[src/common/datapathPkg.sv]
// Datapath shared definitions
`default_nettype none

package datapathPkg;

	// Word and bus width
	localparam int WORD_W = 32;

	// General register file
	localparam int REG_COUNT = 16;
	localparam int REG_IDX_W = 4;

	// Main memory, addressed by the low bits of MAR
	localparam int MEM_DEPTH  = 512;
	localparam int MEM_ADDR_W = 9;

	// Instruction fields, packed from the top of the word downward
	localparam int OPCODE_MSB = WORD_W - 1;          // Bit 31
	localparam int OPCODE_LSB = OPCODE_MSB - 4;      // Bit 27
	localparam int RA_MSB     = OPCODE_LSB - 1;      // ra at 26..23
	localparam int RB_MSB     = RA_MSB - REG_IDX_W;  // rb at 22..19
	localparam int RC_MSB     = RB_MSB - REG_IDX_W;  // rc at 18..15

	// Constant field fills everything below rb
	localparam int CONST_W = RC_MSB + 1;             // 19 bits

	// ALU operation select
	typedef enum logic [3:0] {
		NOP  = 4'd0,  // Pass bus through
		ADD  = 4'd1,
		SUB  = 4'd2,
		AND  = 4'd3,
		OR   = 4'd4,
		SHR  = 4'd5,
		SHRA = 4'd6,
		SHL  = 4'd7,
		NEG  = 4'd8,
		NOT  = 4'd9,
		INC  = 4'd10  // Bus plus one, Y ignored
	} aluOpT;

	// Shift amount taken from the bus
	localparam int SHAMT_W = 5;

endpackage

`default_nettype wire

[src/logic/busMux.sv]
// Shared bus source select
`default_nettype none

module busMux
	import datapathPkg::*;
(
	input  wire logic              regOut,
	input  wire logic              pcOut,
	input  wire logic              mdrOut,
	input  wire logic              zOut,
	input  wire logic              cOut,
	input  wire logic              inPortOut,
	input  wire logic [WORD_W-1:0] regData,
	input  wire logic [WORD_W-1:0] pcData,
	input  wire logic [WORD_W-1:0] mdrData,
	input  wire logic [WORD_W-1:0] zData,
	input  wire logic [WORD_W-1:0] constData,
	input  wire logic [WORD_W-1:0] inPortData,
	output logic      [WORD_W-1:0] busValue
);

	logic [2:0] sel;

	// Priority encode of drive strobes
	always_comb begin
		if (regOut)         sel = 3'd1;
		else if (pcOut)     sel = 3'd2;
		else if (mdrOut)    sel = 3'd3;
		else if (zOut)      sel = 3'd4;
		else if (cOut)      sel = 3'd5;
		else if (inPortOut) sel = 3'd6;
		else                sel = 3'd0;   // Bus idle
	end

	always_comb begin
		case (sel)
			3'd1:    busValue = regData;
			3'd2:    busValue = pcData;
			3'd3:    busValue = mdrData;
			3'd4:    busValue = zData;
			3'd5:    busValue = constData;  // Sign-extended constant
			3'd6:    busValue = inPortData;
			default: busValue = '0;
		endcase
	end

endmodule

`default_nettype wire

[config.mk]
export PLATFORM = sky130hd
export DESIGN_NAME = busMux
export DESIGN_NICKNAME = d
export VERILOG_FILES = /design/src/common/datapathPkg.sv /design/src/logic/busMux.sv
export SDC_FILE = /design/constraint.sdc
export NUM_CORES = 1
export LEC_CHECK = 0
export BUFFER_PORTS_ARGS = -buffer_cell sky130_fd_sc_hd__buf_2
export CORE_AREA = 2 2 90 92
export DETAILED_ROUTE_END_ITERATION = 8
export DIE_AREA = 0 0 92 94
export PLACE_DENSITY = 0.7
export REMOVE_ABC_BUFFERS = 1
export SLEW_MARGIN = 20
export SYNTH_ARGS = -nofsm -noshare
export SYNTH_HDL_FRONTEND = slang
export SYNTH_SLANG_ARGS = --single-unit
[constraint.sdc]
create_clock -name vclk -period 6
set_clock_uncertainty 0.05 [all_clocks]
set_input_delay 1.8 -clock vclk [all_inputs]
set_output_delay 1.8 -clock vclk [all_outputs]
set_load 0.02 [all_outputs]
==> flow_summary.toml <==
[worst_setup_path]
critPathBufInv = 2
startpoint_type = "input pin"
cp.required_ns = 4.15
crit_fanout = 32
cp_common_cell = "buf_2"
crit_type = "input pin to output port"
worstPathCellList = "buf_2 > or4_4 > a21oi_2 > or3_1 > buf_2"
crit_family = "simple AND/OR/NAND/NOR gates"
worst_path_largest_cell_delay_ns = 0.82
crit_path_end_kind = "output port"
cp_slowest_cell = "or4_4"
arrival_ns = 3.26

[drt]
wl_met2_um = 4310
top_layer_used = "met4"
wl_met1_um = 3410
wl_met3_um = 667
ant_nets = 0
drt_iter0_markers = 110
detail_route.first_pass.iterations = 6
num_vias = 3009
drt_wl_total_um = 8460
drc = 0
wl_per_cell_um = 14.2
routed_via_density = 5.06

[yosys]
synth_top_area_share_pct = 25.0
synth_cell_types = 21
yosysSeqAreaShare_pct = 0
syn-instance-count = 292
synth_common_cells = "62 x nand2_1, 61 x nand3b_1, 33 x a21oi_1, 30 x a22o_1, 30 x or3_1"
ys_top_cells_by_area = "nand3b_1 25%, a22o_1 14%, a21oi_2 13%"
synth_most_common_cell = "nand2_1"
yosysTopAreaCell = "nand3b_1"
yosys_warnings = 0
syn_avg_cell_area_um2 = 6.27
syn_area_um2 = 1830

[power_and_ir_drop]
ir_drop_uv = 63.3
p_switching_mw = 0.110
power_mw = 0.213
power.density_nw_per_um2 = 70.9
swShare_pct = 51.7
p_seq_share_pct = 0
p_leak_nw = 1.51
internal-power_mw = 0.103
p_clk_share_pct = 0
combPwrFrac_pct = 100.0

[floorplan]
rows = 32
num_io_pins = 230
die_x_um = 92
dieArea_um2 = 8650
die_h_um = 94
core_area_um2 = 7610
floorplan.initialDensity_pct = 24.1

[sta]
final.min_clock_period_ns = 5.11
rsz0062_at_grt = "no"
setup_viol = 0
slew_headroom_pct = 55.3
finalSetupTns_ns = 0
finalHoldViolCount = 0
fin_crit_sh_pct = 85.2
maxSlewViolCount = 0
tightest_slew_ns = 0.670
fmax_mhz = 196

[grt]
track_usage_pct = 17.6
globalRouteOverflowTotal = 0
grt_first_pass_wirelength_um = 13000
grt_max_degree = 65
antenna_found_initial = 0
grt_pass1_vias = 2850

[place]
postPlaceCellArea_um2 = 3000
dp_cells = 595
gp_routability_congestion = 0.776
portBuffers = 230
dpl.hpwl_um = 6380

[cells_and_area]
stdcell_area_um2 = 3000
drive_gt1_share_pct = 54.0
nClkBuffers = 0
diodes = 0
regArea_um2 = 0
seq_cells = 0
fin_util_pct = 39.5
area_growth_pct = 64.0
final_cells = 595
final_nets = 693

[hold_path]
min-delay-path-class = "input pin to output port"

[run_status]
status = "complete, no violations"

[cts]
cts-hold-fix-buffers = 0
cts_resized = 0
post_cts_buffers = 0

[flow_run]
max-cap-violations = 0
cell families after synthesis:
family,count (synthesis),share of synthesized area [%]
compound gates,97,39.4
simple gates,159,50.9
buf+inv,36,9.71
power groups by stage:
stage          registers (mW)  clock network (mW)  logic, mW
6_report                    0                   0      0.213
5_1_grt                     0                   0      0.231
3_5_place_dp                0                   0      0.212
2_1_floorplan               0                   0     0.0935
3_3_place_gp                0                   0      0.208
4_1_cts                     0                   0      0.213
final cells by class:
class | instances | area [um2]
multi-input combinational | 256 | 1660
inverter | 1 | 3.75
timing repair buffer | 236 | 1210
tap | 102 | 128
fill | 823 | 4610
layer usage:
metal	global-route usage (%)	vias to the layer above
li1	-	1474
met1	22.0	1366
met2	32.7	159
met3	2.25	10
met4	2.99	0
met5	0	-
cells in the final DEF (no fill, tap or decap):
master and n:
buf_2 230, nand2_1 62, nand3b_1 61, a21oi_1 33
a22o_1 30, or3_1 30, a21oi_2 28, buf_4 5
a22oi_1 2, o211ai_1 2, or4_4 1, nor2b_1 1
inv_1 1, a221o_1 1, nor4b_4 1, and2_1 1
and3b_1 1, nand2b_1 1, o31ai_1 1, buf_12 1
per-stage QoR:
stage	worst slack, ns	hold WS (ns)
final	0.887	3.91
after global placement	0.930	3.91
after floorplan	0.480	3.78
after CTS	0.903	3.91
after detailed placement	0.905	3.91
after global routing	0.840	3.93
worst paths after layout:
kind        start      endpoint  slack [ns]  depth (start not counted)
max        regOut  busValue[10]        0.89                          5
min   regData[16]  busValue[16]        3.91                          4
Power figures use the tool's default switching activity.
