[config.mk]
export PLATFORM = sky130hd
export DESIGN_NAME = registerFile
export DESIGN_NICKNAME = d
export VERILOG_FILES = /design/src/common/datapathPkg.sv /design/src/regfile/registerFile.sv
export SDC_FILE = /design/constraint.sdc
export NUM_CORES = 1
export LEC_CHECK = 0
export BUFFER_PORTS_ARGS = -buffer_cell sky130_fd_sc_hd__buf_2
export CAP_MARGIN = 0
export CORE_MARGIN = 2
export CORE_UTILIZATION = 56
export DETAILED_ROUTE_END_ITERATION = 8
export PLACE_DENSITY_LB_ADDON = 0.08
export RECOVER_POWER = 25
export REMOVE_ABC_BUFFERS = 1
export SLEW_MARGIN = 10
export SYNTH_ARGS = -nofsm -noshare
export SYNTH_HDL_FRONTEND = slang
export SYNTH_SLANG_ARGS = --single-unit
[constraint.sdc]
create_clock -name clock -period 2.2 [get_ports clock]
set_clock_uncertainty 0.2 [all_clocks]
set_input_delay 0.33 -clock clock [delete_from_list [all_inputs] [get_ports clock]]
set_output_delay 0.33 -clock clock [all_outputs]
set_load 0.05 [all_outputs]
[src/common/datapathPkg.sv]
// Datapath shared definitions
`default_nettype none

package datapathPkg;

	// Word and bus width
	localparam int WORD_W = 32;

	// General register file
	localparam int REG_COUNT = 16;
	localparam int REG_IDX_W = 4;

	// Main memory, addressed by the low bits of MAR
	localparam int MEM_DEPTH  = 512;
	localparam int MEM_ADDR_W = 9;

	// Instruction fields, packed from the top of the word downward
	localparam int OPCODE_MSB = WORD_W - 1;          // Bit 31
	localparam int OPCODE_LSB = OPCODE_MSB - 4;      // Bit 27
	localparam int RA_MSB     = OPCODE_LSB - 1;      // ra at 26..23
	localparam int RB_MSB     = RA_MSB - REG_IDX_W;  // rb at 22..19
	localparam int RC_MSB     = RB_MSB - REG_IDX_W;  // rc at 18..15

	// Constant field fills everything below rb
	localparam int CONST_W = RC_MSB + 1;             // 19 bits

	// ALU operation select
	typedef enum logic [3:0] {
		NOP  = 4'd0,  // Pass bus through
		ADD  = 4'd1,
		SUB  = 4'd2,
		AND  = 4'd3,
		OR   = 4'd4,
		SHR  = 4'd5,
		SHRA = 4'd6,
		SHL  = 4'd7,
		NEG  = 4'd8,
		NOT  = 4'd9,
		INC  = 4'd10  // Bus plus one, Y ignored
	} aluOpT;

	// Shift amount taken from the bus
	localparam int SHAMT_W = 5;

endpackage

`default_nettype wire

[src/regfile/registerFile.sv]
// General register file
`default_nettype none

module registerFile
	import datapathPkg::*;
(
	input  wire logic                 clock,
	input  wire logic                 rst,
	input  wire logic                 regIn,   // Write strobe
	input  wire logic                 baOut,   // Base-address read mode
	input  wire logic [REG_IDX_W-1:0] regIdx,
	input  wire logic [WORD_W-1:0]    busIn,
	output logic      [WORD_W-1:0]    regData
);

	logic [WORD_W-1:0] regs [REG_COUNT];

	// Write port
	always_ff @(posedge clock) begin
		if (rst) begin
			for (int i = 0; i < REG_COUNT; i++) begin
				regs[i] <= '0;
			end
		end else if (regIn) begin
			regs[regIdx] <= busIn;
		end
	end

	// R0 reads as zero only when used as a base
	always_comb begin
		if (baOut && (regIdx == '0)) begin
			regData = '0;
		end else begin
			regData = regs[regIdx];
		end
	end

endmodule

`default_nettype wire

==> impl_metrics.tcl <==
set metrics [dict create \
    largest_register "regs" \
    crit_required_ns 1.67 \
    drt-met1-wl_um 25600 \
    pwr-share-clk 0.386 \
    finalNonFillerCells 2254 \
    grt_overflow_total 0 \
    fillers 2877 \
    slew_headroom 0.306 \
    drcViolationCount 0 \
    final-setup-viol-count 32 \
    synth-edff-count 512 \
    antenna_found_initial 7 \
    power_density_mw_per_mm2 813 \
    grt_pass1_wl_um 93300 \
    nets 1717 \
    multi_input_area_mm2 0.00769 \
    p_seq_frac 0.507 \
    end_kind "primary output" \
    cap_violations 0 \
    swShare 0.234 \
    vias 13700 \
    gp_congestion 0.806 \
    clockRootBuffer "clkbuf_16" \
    place_ws_ns -0.427 \
    yosys-top-cells-area "edfxtp_1 (66%), and2_1 (14%), mux4_2 (6.2%)" \
    ys.warnings.count 0 \
    top_layer_used "met5" \
    clock.fmax_mhz 381 \
    drt-pass1-iter-count 5 \
    die_y_um 208 \
    drt-total-wl_um 63100 \
    yosysTopAreaCellShare 0.661 \
    grt_max_degree 33 \
    dieArea_mm2 0.0432 \
    clock-sinks 512 \
    cts_tree "done" \
    syn2layout_area_growth_pct 19.2 \
    finalMaxSlewViolations 0 \
    start_util 0.568 \
    die_w_um 208 \
    hpwl_um 37900 \
    synth_top_cell_by_area "edfxtp_1" \
    via_per_inst 6.08 \
    portBuffers 71 \
    drive_above_1_share 0.233 \
    layout_setup_ws_ns -0.425 \
    dp_cells 2136 \
    top_regs "regs (512)" \
    violations "negative setup slack" \
    ir_worst_vdd_mv 0.608 \
    largest_reg_flops 512 \
    synth_cells 1533 \
    period_needed_ns 2.63 \
    seq_area_frac_synth 0.661 \
    ff_latch_area_mm2 0.0154 \
    combPwrFrac 0.107 \
    synthesis.area_mm2 0.0233 \
    internal_power_uw 17300 \
    grt_pass1_vias 14100 \
    crit_type "reg -> out" \
    status "complete, but fails checks" \
    ant_nets 0 \
    worst_pin_slew_ns 1.04 \
    syn_area_per_cell_um2 15.2 \
    path_clk_slew_ns 0.06 \
    wl_met3_um 4510 \
    arrival_ns 2.10 \
    grtUsageTotal 0.297 \
    core-area_mm2 0.0409 \
    hold_violations 0 \
    htreeDepth 2 \
    num_rows 74 \
    drt-initial-drc-count 1268 \
    rsz0062_at_grt "true" \
    wl_per_cell_um 28.0 \
    met2_length_um 31200 \
    numCtsBuffers 53 \
    cp-start-kind "register" \
    yosys.cell_types.count 26 \
    async_reset_ff_frac 0 \
    worstHoldPathType "in -> reg" \
    finalCritPeriodShare 1.19 \
    ios 72 \
    yosys_register_bits 512 \
    synthFlopType "edfxtp_1" \
    clk_path_buf_depth 3 \
    switching_power_uw 5270 \
    p_leak_uw 0.0101 \
    cp_max_fo 1 \
]
## worst max-delay path: stages, from the launching register on
cell and delay (ns):
edfxtp_1 0.38, mux4_2 0.54, a32oi_4 0.27, o31ai_2 0.14, buf_6 0.17
## final cells by class
class | count | share of cell area
multi-input cells | 879 | 0.277
well taps | 532 | 0.0240
inverters | 1 | 0.000135
clock inverters | 27 | 0.00817
diodes | 3 | 0.000271
flip-flops and latches | 512 | 0.554
repair buffers | 230 | 0.0839
clock buffers | 70 | 0.0517
## cells in the final DEF (no fill, tap or decap), drive strengths merged
cell type / instances
dlygate4sd3: 17
nand4b: 1
buf: 182
o31ai: 32
mux4: 64
bufinv: 4
clkinvlp: 1
or3b: 1
clkbuf: 101
a32oi: 32
inv: 2
edfxtp: 512
nand4bb: 2
a22o: 64
or4b: 1
nor2b: 4
or2: 16
nand2: 1
nor2: 14
nor3: 4
mux2i: 128
nand2b: 2
and2: 513
clkinv: 21
diode: 3
## cell families after synthesis
group	after synthesis	share of synthesized area
compound gates	128	0.0465
buf+inv	143	0.0254
flops	512	0.661
mux	192	0.117
simple gates	558	0.150
## final timing paths
check	start	to	slack, ns	cells past startpoint
worst max-delay path	regs[3][20]$_SDFFCE_PN0P_	regData[20]	-0.43	4
worst min-delay path	busIn[0]	regs[14][0]$_SDFFCE_PN0P_	0.02	2
## routing by layer
metal	GRT usage	vias to the layer above
li1	-	5977
met1	0.411	7076
met2	0.489	531
met3	0.0469	123
met4	0.0920	2
met5	0	-
## Yosys cell counts, types with 2 or more instances
master / instances
a22o_1: 64
a32oi_1: 32
and2_1: 513
buf_2: 35
clkbuf_1: 104
edfxtp_1: 512
mux2i_1: 128
mux4_2: 64
nand2b_1: 2
nand4bb_1: 2
nor2_1: 11
nor2_2: 3
nor2b_1: 3
nor3_1: 2
o31ai_1: 32
or2_2: 16
## per-stage QoR
step	util	total power, µW	hold slack, ns	cell area (µm²)	setup TNS, ns
finish	0.678	22500	0.0195	27700	-9.92
floorplan	-	12700	0.328	22700	-182.45
global route	0.677	23200	0.0462	27700	-11.69
CTS	0.677	22600	0.00472	27700	-10.75
detailed placement	0.626	13900	0.593	25600	-61.72
global placement	0.626	13800	0.585	25600	-58.82
## what timing repair did
action,4_1_cts,5_1_grt
endpoints found under the hold margin,196,0
gates cloned,1,0
hold buffers,17,0
setup endpoints to repair,32,32
pin swaps,19,12
setup buffers,0,0
resized for setup,59,35
## power by group through the flow
stage                     registers, µW  clock network [µW]  logic (µW)
final                             11400                8700        2420
after global routing              11500                9170        2530
after CTS                         11400                8790        2370
after detailed placement          11600                   0        2230
after global placement            11600                   0        2210
after floorplan                   11600                   0        1110
(Power assumes the default switching activity.)
