$ cat config.mk
export PLATFORM = sky130hd
export DESIGN_NAME = instructionUnit
export DESIGN_NICKNAME = d
export VERILOG_FILES = /design/src/common/datapathPkg.sv /design/src/logic/instructionUnit.sv
export SDC_FILE = /design/constraint.sdc
export NUM_CORES = 1
export LEC_CHECK = 0
export BUFFER_PORTS_ARGS = -buffer_cell sky130_fd_sc_hd__buf_2
export CAP_MARGIN = 20
export CORE_UTILIZATION = 51
export DETAILED_ROUTE_END_ITERATION = 10
export GPL_TIMING_DRIVEN = 0
export PLACE_DENSITY_LB_ADDON = 0.1
export SKIP_CTS_REPAIR_TIMING = 1
export SYNTH_ARGS = -nofsm -noshare
export SYNTH_HDL_FRONTEND = slang
export SYNTH_SLANG_ARGS = --single-unit
export TNS_END_PERCENT = 5
$ cat constraint.sdc
create_clock -name clock -period 1.9 [get_ports clock]
set_input_delay 0.38 -clock clock [delete_from_list [all_inputs] [get_ports clock]]
set_output_delay 0.38 -clock clock [all_outputs]
set_load 0.05 [all_outputs]
$ cat src/common/datapathPkg.sv
// Datapath shared definitions
`default_nettype none

package datapathPkg;

	// Word and bus width
	localparam int WORD_W = 32;

	// General register file
	localparam int REG_COUNT = 16;
	localparam int REG_IDX_W = 4;

	// Main memory, addressed by the low bits of MAR
	localparam int MEM_DEPTH  = 512;
	localparam int MEM_ADDR_W = 9;

	// Instruction fields, packed from the top of the word downward
	localparam int OPCODE_MSB = WORD_W - 1;          // Bit 31
	localparam int OPCODE_LSB = OPCODE_MSB - 4;      // Bit 27
	localparam int RA_MSB     = OPCODE_LSB - 1;      // ra at 26..23
	localparam int RB_MSB     = RA_MSB - REG_IDX_W;  // rb at 22..19
	localparam int RC_MSB     = RB_MSB - REG_IDX_W;  // rc at 18..15

	// Constant field fills everything below rb
	localparam int CONST_W = RC_MSB + 1;             // 19 bits

	// ALU operation select
	typedef enum logic [3:0] {
		NOP  = 4'd0,  // Pass bus through
		ADD  = 4'd1,
		SUB  = 4'd2,
		AND  = 4'd3,
		OR   = 4'd4,
		SHR  = 4'd5,
		SHRA = 4'd6,
		SHL  = 4'd7,
		NEG  = 4'd8,
		NOT  = 4'd9,
		INC  = 4'd10  // Bus plus one, Y ignored
	} aluOpT;

	// Shift amount taken from the bus
	localparam int SHAMT_W = 5;

endpackage

`default_nettype wire

$ cat src/logic/instructionUnit.sv
// PC, IR and field decode
`default_nettype none

module instructionUnit
	import datapathPkg::*;
(
	input  wire logic                 clock,
	input  wire logic                 rst,
	input  wire logic                 pcIn,
	input  wire logic                 irIn,
	input  wire logic                 gra,
	input  wire logic                 grb,
	input  wire logic                 grc,
	input  wire logic [WORD_W-1:0]    busIn,
	output logic      [WORD_W-1:0]    pcData,
	output logic      [REG_IDX_W-1:0] regIdx,
	output logic      [WORD_W-1:0]    constData
);

	logic [WORD_W-1:0] pcReg;
	logic [WORD_W-1:0] irReg;

	always_ff @(posedge clock) begin
		if (rst) begin
			pcReg <= '0;
			irReg <= '0;
		end else begin
			if (pcIn) pcReg <= busIn;
			if (irIn) irReg <= busIn;
		end
	end

	assign pcData = pcReg;

	// Register field select, gra first
	always_comb begin
		if (gra) begin
			regIdx = irReg[RA_MSB -: REG_IDX_W];
		end else if (grb) begin
			regIdx = irReg[RB_MSB -: REG_IDX_W];
		end else if (grc) begin
			regIdx = irReg[RC_MSB -: REG_IDX_W];
		end else begin
			regIdx = '0;
		end
	end

	// Sign-extend the low constant field
	assign constData = {{(WORD_W - CONST_W){irReg[CONST_W-1]}}, irReg[CONST_W-1:0]};

endmodule

`default_nettype wire

==> flow_metrics.py <==
metrics = {
    "detailed_routing": {
        "drt_first_pass_iters": 4,
        "avgRoutedWirePerCell_um": 12.14,
        "antenna_left": 0,
        "vias": 1918,
        "drtIter0Drc": 57,
        "wl_mm": 4.966,
        "avgViaCountPerCell": 4.689,
        "drc_errors": 0,
    },
    "critical_path": {
        "required_ns": 1.52,
        "crit_path_start": "irReg[18]",
        "cp_max_fo": 16,
        "crit_path_start_kind": "flip-flop",
        "critical_path.endpoint": "regIdx[3]",
        "crit_path_end_kind": "output pin",
        "r2r_cells": 2,
        "crit_type": "flip-flop to output pin",
        "cp_data_arrival_time_ns": 1.35,
        "reg2reg_setup_slack_ns": 1.16,
        "r2r-start": "irReg[18]",
        "reg2reg_to": "irReg[18]",
    },
    "sta": {
        "period_minus_slack_ns": 1.730,
        "fmax_ghz": 0.5780,
        "timing.hold.ws_ns": 0.2913,
        "fin_crit_sh_pct": 91.06,
        "finClkSkew_ns": 0,
        "setup_tns_ns": 0,
        "worst_slew_pin_slew_ns": 0.4921,
        "setup_viol": 0,
        "slew_violations": 0,
        "finalHoldViolCount": 0,
        "grt_setup_unrepaired": "false",
        "relSlewSlack_pct": 67.19,
    },
    "pwr": {
        "ir_worst_vdd_v": 0.0006541,
        "power_w": 0.002988,
        "p_per_area_nw_per_um2": 930.4,
        "leakage_nw": 1.776,
    },
    "final_layout": {
        "area_growth_pct": 30.04,
        "diodes": 0,
        "final_util_pct": 71.31,
        "multi_input_area_um2": 907.1,
        "fillers": 348,
        "regArea_um2": 1182,
        "final_nets": 392,
        "drive_gt1_share_pct": 44.82,
    },
    "synth": {
        "synthesis.nets": 278,
        "yosysWarnings": 0,
        "ys_seq_area_share_pct": 47.82,
        "synth_seq_cells": 59,
        "synth_area_um2": 2470,
        "yosys.area.top_type_share_pct": 47.82,
        "synthTopCellsByArea": "dfxtp_1, mux2i_1, buf_4",
        "yosys.area.top_type": "dfxtp_1",
        "ys_types": 12,
        "avgSynthCellArea_um2": 10.33,
        "synthCells": 239,
    },
    "floorplanning": {
        "dieHeight_um": 71.59,
        "io_pins": 107,
        "fp-row-count": 24,
        "die-area_um2": 5125,
        "core_um2": 4504,
        "start_util_pct": 54.83,
        "die_w_um": 71.59,
    },
    "run_status": {
        "outcome": "finished clean",
    },
    "clocking": {
        "cts_inserted_buffers": 9,
        "clkTransAtPathRegs_ns": 0.06,
        "cts_root_buf": "clkbuf_8",
        "cts_tree": "yes",
        "cts.sinks": 59,
        "insertion_delay_ns": 0.32,
        "htree_levels": 3,
        "cts_buffer_depth": 2,
    },
    "job": {
        "maxCapViolations": 0,
    },
    "global_route": {
        "grt_max_degree": 17,
        "grt_pass1_vias": 1740,
        "grt_overflow_total": 0,
        "antenna_found_initial": 0,
        "grt_pass1_wl_mm": 7.817,
        "grt_usage_pct": 20.26,
    },
    "placed_design": {
        "dp_hpwl_mm": 3.571,
        "port-buffer-count": 103,
        "gp_congestion": 0.7422,
    },
    "worst_hold_path": {
        "hp-class": "input port to flip-flop",
    },
}
Yosys cell counts:
library cell,number
nand3b_1,4
buf_2,3
clkbuf_1,3
mux2i_1,59
buf_12,2
dfxtp_1,59
nor2b_1,4
nor2_1,59
buf_6,2
buf_4,33
a21oi_1,8
buf_8,3
routing by layer:
| metal | part of all wire (%) | GRT usage [%] | up-vias |
|---|---|---|---|
| met1 | 46 | 23.63 | 857 |
| met5 | 0 | 0 | - |
| met3 | 6.9 | 5.907 | 7 |
| met2 | 46 | 33.33 | 76 |
| li1 | - | - | 978 |
| met4 | 1.9 | 11.76 | 0 |
worst min-delay path by stage:
stage / from / end / slack [ns] / cells past startpoint
after floorplan: irReg[19] / irReg[19] / 0.46 / 2
after global placement: pcData[12] / pcData[12] / 0.47 / 2
after detailed placement: pcData[19] / pcData[19] / 0.48 / 2
after CTS: busIn[29] / pcData[29] / 0.28 / 3
after global routing: busIn[30] / pcData[30] / 0.30 / 3
final: busIn[29] / pcData[29] / 0.29 / 3
final cells by class:
| cell class | count | share of cell area, % |
|---|---|---|
| Sequential cell | 59 | 36.81 |
| Multi-Input combinational cell | 134 | 28.24 |
| Timing Repair Buffer | 103 | 16.05 |
| Buffer | 46 | 11.88 |
| Clock buffer | 12 | 4.519 |
| Tap cell | 52 | 2.026 |
| Clock inverter | 3 | 0.4675 |
stage by stage:
stage	setup slack, ns	area (um^2)	std cells
3_5_place_dp	0.3422	3050	394
3_3_place_gp	0.3717	3050	394
5_1_grt	0.07725	3212	409
2_1_floorplan	0.09520	2470	239
4_1_cts	-0.01757	3211	409
6_report	0.1698	3212	409
placed cells by master, fill, tap and decap left out:
cell type and n:
nor2b_1 4, dfxtp_1 58, buf_8 3, buf_6 2, clkinv_2 3, buf_12 2, nand3b_1 4, clkbuf_1 5
clkbuf_8 10, buf_4 33, buf_2 106, mux2i_1 59, nor2_1 59, dfxtp_2 1, a21oi_1 8
flip-flops by register name, summed over array words and instances (netlist names):
name    cells
irReg      27
pcData     32
cells by family (layout without fill, tap and decap cells):
group	count (synthesis)	in the layout	share of synthesized area (%)
mux	59	59	23.91
flops	59	59	47.82
simple gates	67	67	11.20
compound gates	8	8	1.621
buf+inv	46	164	15.45
worst max-delay path, stage by stage, from the launching register on:
cell	delay, ns
dfxtp_2	0.49
nand3b_1	0.13
a21oi_1	0.13
buf_2	0.28
where the power goes:
group | leakage (nW) | switching, W | total, W | internal, W
sequential | 0.488 | 0.0000412 | 0.00135 | 0.00131
clock | 0.0860 | 0.000440 | 0.000935 | 0.000495
combinational | 1.20 | 0.000467 | 0.000699 | 0.000232
No activity file was read; power rests on OpenSTA's default activity.
