===== config.mk =====
export PLATFORM = sky130hd
export DESIGN_NAME = alu
export DESIGN_NICKNAME = d
export VERILOG_FILES = /design/src/common/datapathPkg.sv /design/src/alu/alu.sv
export SDC_FILE = /design/constraint.sdc
export NUM_CORES = 1
export LEC_CHECK = 0
export ABC_CLOCK_PERIOD_IN_PS = 7540
export BUFFER_PORTS_ARGS = -buffer_cell sky130_fd_sc_hd__buf_2
export CORE_AREA = 2 2 159 161
export CTS_BUF_LIST = sky130_fd_sc_hd__clkbuf_4 sky130_fd_sc_hd__clkbuf_8
export CTS_CLUSTER_DIAMETER = 200
export CTS_CLUSTER_SIZE = 8
export DETAILED_ROUTE_END_ITERATION = 7
export DIE_AREA = 0 0 161 163
export MAX_ROUTING_LAYER = met4
export PLACE_DENSITY = 0.66
export REMOVE_ABC_BUFFERS = 1
export SETUP_SLACK_MARGIN = 0.2
export SYNTH_ARGS = -nofsm -noshare
export SYNTH_HDL_FRONTEND = slang
export SYNTH_SLANG_ARGS = --single-unit

===== constraint.sdc =====
create_clock -name clock -period 7.54 [get_ports clock]
set_input_delay 1.131 -clock clock [delete_from_list [all_inputs] [get_ports clock]]
set_output_delay 1.131 -clock clock [all_outputs]
set_load 0.01 [all_outputs]

===== src/common/datapathPkg.sv =====
// Datapath shared definitions
`default_nettype none

package datapathPkg;

	// Word and bus width
	localparam int WORD_W = 32;

	// General register file
	localparam int REG_COUNT = 16;
	localparam int REG_IDX_W = 4;

	// Main memory, addressed by the low bits of MAR
	localparam int MEM_DEPTH  = 512;
	localparam int MEM_ADDR_W = 9;

	// Instruction fields, packed from the top of the word downward
	localparam int OPCODE_MSB = WORD_W - 1;          // Bit 31
	localparam int OPCODE_LSB = OPCODE_MSB - 4;      // Bit 27
	localparam int RA_MSB     = OPCODE_LSB - 1;      // ra at 26..23
	localparam int RB_MSB     = RA_MSB - REG_IDX_W;  // rb at 22..19
	localparam int RC_MSB     = RB_MSB - REG_IDX_W;  // rc at 18..15

	// Constant field fills everything below rb
	localparam int CONST_W = RC_MSB + 1;             // 19 bits

	// ALU operation select
	typedef enum logic [3:0] {
		NOP  = 4'd0,  // Pass bus through
		ADD  = 4'd1,
		SUB  = 4'd2,
		AND  = 4'd3,
		OR   = 4'd4,
		SHR  = 4'd5,
		SHRA = 4'd6,
		SHL  = 4'd7,
		NEG  = 4'd8,
		NOT  = 4'd9,
		INC  = 4'd10  // Bus plus one, Y ignored
	} aluOpT;

	// Shift amount taken from the bus
	localparam int SHAMT_W = 5;

endpackage

`default_nettype wire


===== src/alu/alu.sv =====
// ALU with Y and Z registers
`default_nettype none

module alu
	import datapathPkg::*;
(
	input  wire logic              clock,
	input  wire logic              rst,
	input  wire logic              yIn,
	input  wire logic              zIn,
	input  wire aluOpT             aluOp,
	input  wire logic [WORD_W-1:0] busIn,
	output logic      [WORD_W-1:0] zData
);

	logic [WORD_W-1:0]  yReg;
	logic [WORD_W-1:0]  zReg;
	logic [WORD_W-1:0]  result;
	logic [SHAMT_W-1:0] shamt;

	assign shamt = busIn[SHAMT_W-1:0];  // Shift count from bus

	// Y holds the first operand
	always_ff @(posedge clock) begin
		if (rst) begin
			yReg <= '0;
		end else if (yIn) begin
			yReg <= busIn;
		end
	end

	always_comb begin
		case (aluOp)
			ADD:     result = yReg + busIn;
			SUB:     result = yReg - busIn;
			AND:     result = yReg & busIn;
			OR:      result = yReg | busIn;
			SHR:     result = yReg >> shamt;
			SHRA:    result = WORD_W'($signed(yReg) >>> shamt);
			SHL:     result = yReg << shamt;
			NEG:     result = -busIn;      // Two's complement of bus
			NOT:     result = ~busIn;
			INC:     result = busIn + 1'b1;
			default: result = busIn;       // NOP
		endcase
	end

	// Result register, readable next step
	always_ff @(posedge clock) begin
		if (rst) begin
			zReg <= '0;
		end else if (zIn) begin
			zReg <= result;
		end
	end

	assign zData = zReg;

endmodule

`default_nettype wire


==> impl_results.md <==
- TritonCTS clock tree: built
- Max-slew violation count: 0
- First-pass DRT Iterations: 8
- Slew margin rel.: 0.180
- Post-synth top area cell: dfxtp_1
- WS Path Type: input port to register
- Clock network power share: 0.243
- Hpwl dp: around 44000 µm
- Final core occ: 0.510
- Largest net degree at the start of global routing: 65
- Yosys top cell area share: 0.107
- NumNets Final: 1798
- YS warnings: 0
- Cts hold-fix bufs: 0
- RSZ-0062 raised after global routing: no
- VDD IR max: roughly 0.11 mV
- Yosys cell types: 87
- CP Launch Type: input port
- Die Y: roughly 160 µm
- Power density cells: between 100 and 150 nW/µm²
- Fmax: between 0.15 and 0.2 GHz
- Row cnt: between 50 and 60
- Switching portion of total power: 0.473
- Core ar.: around 25000 µm²
- Largest stage delay, worst path: around 0.7 ns
- Synth area leaders: dfxtp_1, mux2i_1, nor2_1
- First-pass GRT wire length: ~85000 µm
- Num CTS Buffers: 9
- CTS Sinks: 64
- CTS Root Cell: clkbuf_8
- RePlAce Congestion: between 1 and 1.5
- Die Wd: 161 µm
- Int Pwr: 862 µW
- Total grt overflow: 0
- Post-CTS setup buffers: 0
- WP data required: approximately 7.8 ns
- Post-synthesis register bit count: 64
- Layout area overhead: 4.81%
- Worst EP arrival: roughly 5.8 ns
- Wire per inst: around 29 µm
- Fillers: ~2600
- Crit Path Max Fanout: 27
- Resize count post-CTS: 0
- Skew final: about 0.018 ns
- Mapped Cells: 1723
- Max Buffers Root-to-Sink: 2
- Initial antenna violation count: 0
- Worst Tran Pin Value: approximately 1.2 ns
- Initial Util: 0.487
- DRC Markers: 6
- Status: complete, but fails checks
- Lkg Pwr: around 5.5 nW
- Top-Level Pins: 72
- Slowest-stage cell, CP: nand2_1
- Max-cap viol count: 0
- Period utilisation layout: 0.731
- Avg Cell Area, Syn: roughly 7.0 µm²
- Via count: 14300
- Worst path cell trace: buf_2 -> nor2_1 -> nand2_1 -> and2_1 -> ha_1 -> a21oi_1 -> o2111ai_1 -> o21a_1 -> o21ai_0 -> o21ai_0 -> xnor2_1 -> a221oi_1 -> a2111oi_0
- Fraction of layout cells with a size suffix above 1: 0.111
- GR Util All Layers: 0.447
- Vias in the first global route: 12900
- Net Switching: around 770 µW
- Failing checks: DRC
- Seq/Total Area, Yosys: 0.107
- Worst setup EP type: register
- Clk slew on worst S/H paths: roughly 0.10 ns
- Antenna-violating nets left: 0
- Post-Route Setup TNS: 0 ns
- Gate power share: 0.509
- WL final: 58300 µm
- Vias per cell: between 7 and 8
- Top_reg_cell synth: dfxtp_1
- HP Class: register to register
- Clk Latency, worst-skew pair: slightly below 0.4 ns
- Final Hold Fails: 0
- Setup violations, final: 0
- Min Clock Period, post-route: ~5.5 ns
- Number of synthesized flops with an enable pin: 0
- Initial DRC Count: 2144
- Cell Area, Synth: about 12000 µm²
- Sequential share of power: 0.248
- H-Tree Depth: 3
- CP most frequent cell: o21ai_0
- Input/output buffers: between 70 and 80
- Synth async-reset ratio: 0
- Total die area: between 20000 and 30000 µm²
==> worst max-delay path, delay by kind of cell <==
family                   cells  cell delay [ns]
AND/OR/NAND/NOR              3             1.64
XOR/XNOR                     1             0.21
AO/OA/AOI/OAI                7             2.16
adder cells (fa/ha/maj)      1             0.36
buffers and inverters        1             0.27
==> power groups by stage <==
stage	clock (mW)	sequential [mW]	combinational, mW
2_1_floorplan	0	0.401	0.482
3_3_place_gp	0	0.409	0.793
3_5_place_dp	0	0.409	0.798
4_1_cts	0.396	0.401	0.803
5_1_grt	0.399	0.406	0.884
6_report	0.397	0.406	0.832
==> through the flow <==
stage	cell area (µm²)	std cells	hold slack, ns	worst slack, ns	power (mW)
detailed placement	12400	2005	0.454	1.77	1.21
global placement	12400	2005	0.447	1.91	1.20
CTS	12600	2020	0.467	2.17	1.60
floorplan	11300	1573	0.480	2.88	0.883
finish	12600	2021	0.465	2.03	1.64
global route	12600	2020	0.483	1.81	1.69
==> synth_stat cells, types with 36 or more instances <==
library cell and n:
inv_1 63, ha_1 70, clkbuf_1 90, mux2i_1 117
a21oi_1 132, nor2_1 242, dfxtp_1 64, o21ai_0 103
nor3_1 37, a21o_1 47, a211oi_1 36, nand2_1 176
==> routing by layer <==
layer  wire [µm]  up-vias  track usage
met1       24200     6821        0.622
met3        7330      150       0.0866
met5           0        -            -
li1            -     6287            -
met2       24300      992        0.642
met4        2470        0        0.160
==> flip-flops by register name, indices dropped and copies added (netlist names) <==
name and flops:
yReg 32, zData 32
==> final cells by class <==
type | count | area, µm² | area share
Multi-Input combinational cell | 1444 | 9830 | 0.781
Sequential cell | 64 | 1280 | 0.102
Timing Repair Buffer | 102 | 593 | 0.0471
Tap cell | 330 | 413 | 0.0328
Inverter | 65 | 244 | 0.0194
Clock buffer | 12 | 159 | 0.0126
Clock inverter | 3 | 65.1 | 0.00517
Antenna cell | 1 | 2.50 | 0.000199
==> logic make-up (layout without fill, tap and decap cells) <==
kind of cell	count (synthesis)	count (layout)	synth area share
xor+xnor	43	43	0.0314
mux	161	161	0.166
other cells	0	1	0
compound gates	545	545	0.308
simple gates	623	623	0.235
buf+inv	215	182	0.0768
fa+ha+maj	72	72	0.0762
flops	64	64	0.107
==> final timing paths <==
check | cells past startpoint | slack (ns) | to | start
setup / recovery | 13 | 2.03 | zData[25] | aluOp[1]
hold reg to reg | 2 | 0.47 | zData[3] | zData[3]
hold / removal | 2 | 0.47 | zData[3] | zData[3]
setup reg to reg | 12 | 3.68 | zData[28] | yReg[0]
==> cell usage in the layout, fill, tap and decap left out, types with 29 or more instances in the layout <==
cell	n
o21ai_0	103
ha_1	70
nor2b_1	31
buf_4	33
nor2_1	241
nand2_1	176
mux2i_1	117
nor3_1	36
inv_1	63
a211oi_1	36
dfxtp_1	64
mux4_2	29
a21oi_1	130
nand3_1	29
buf_2	69
a21o_1	47
Power figures use the tool's default switching activity.
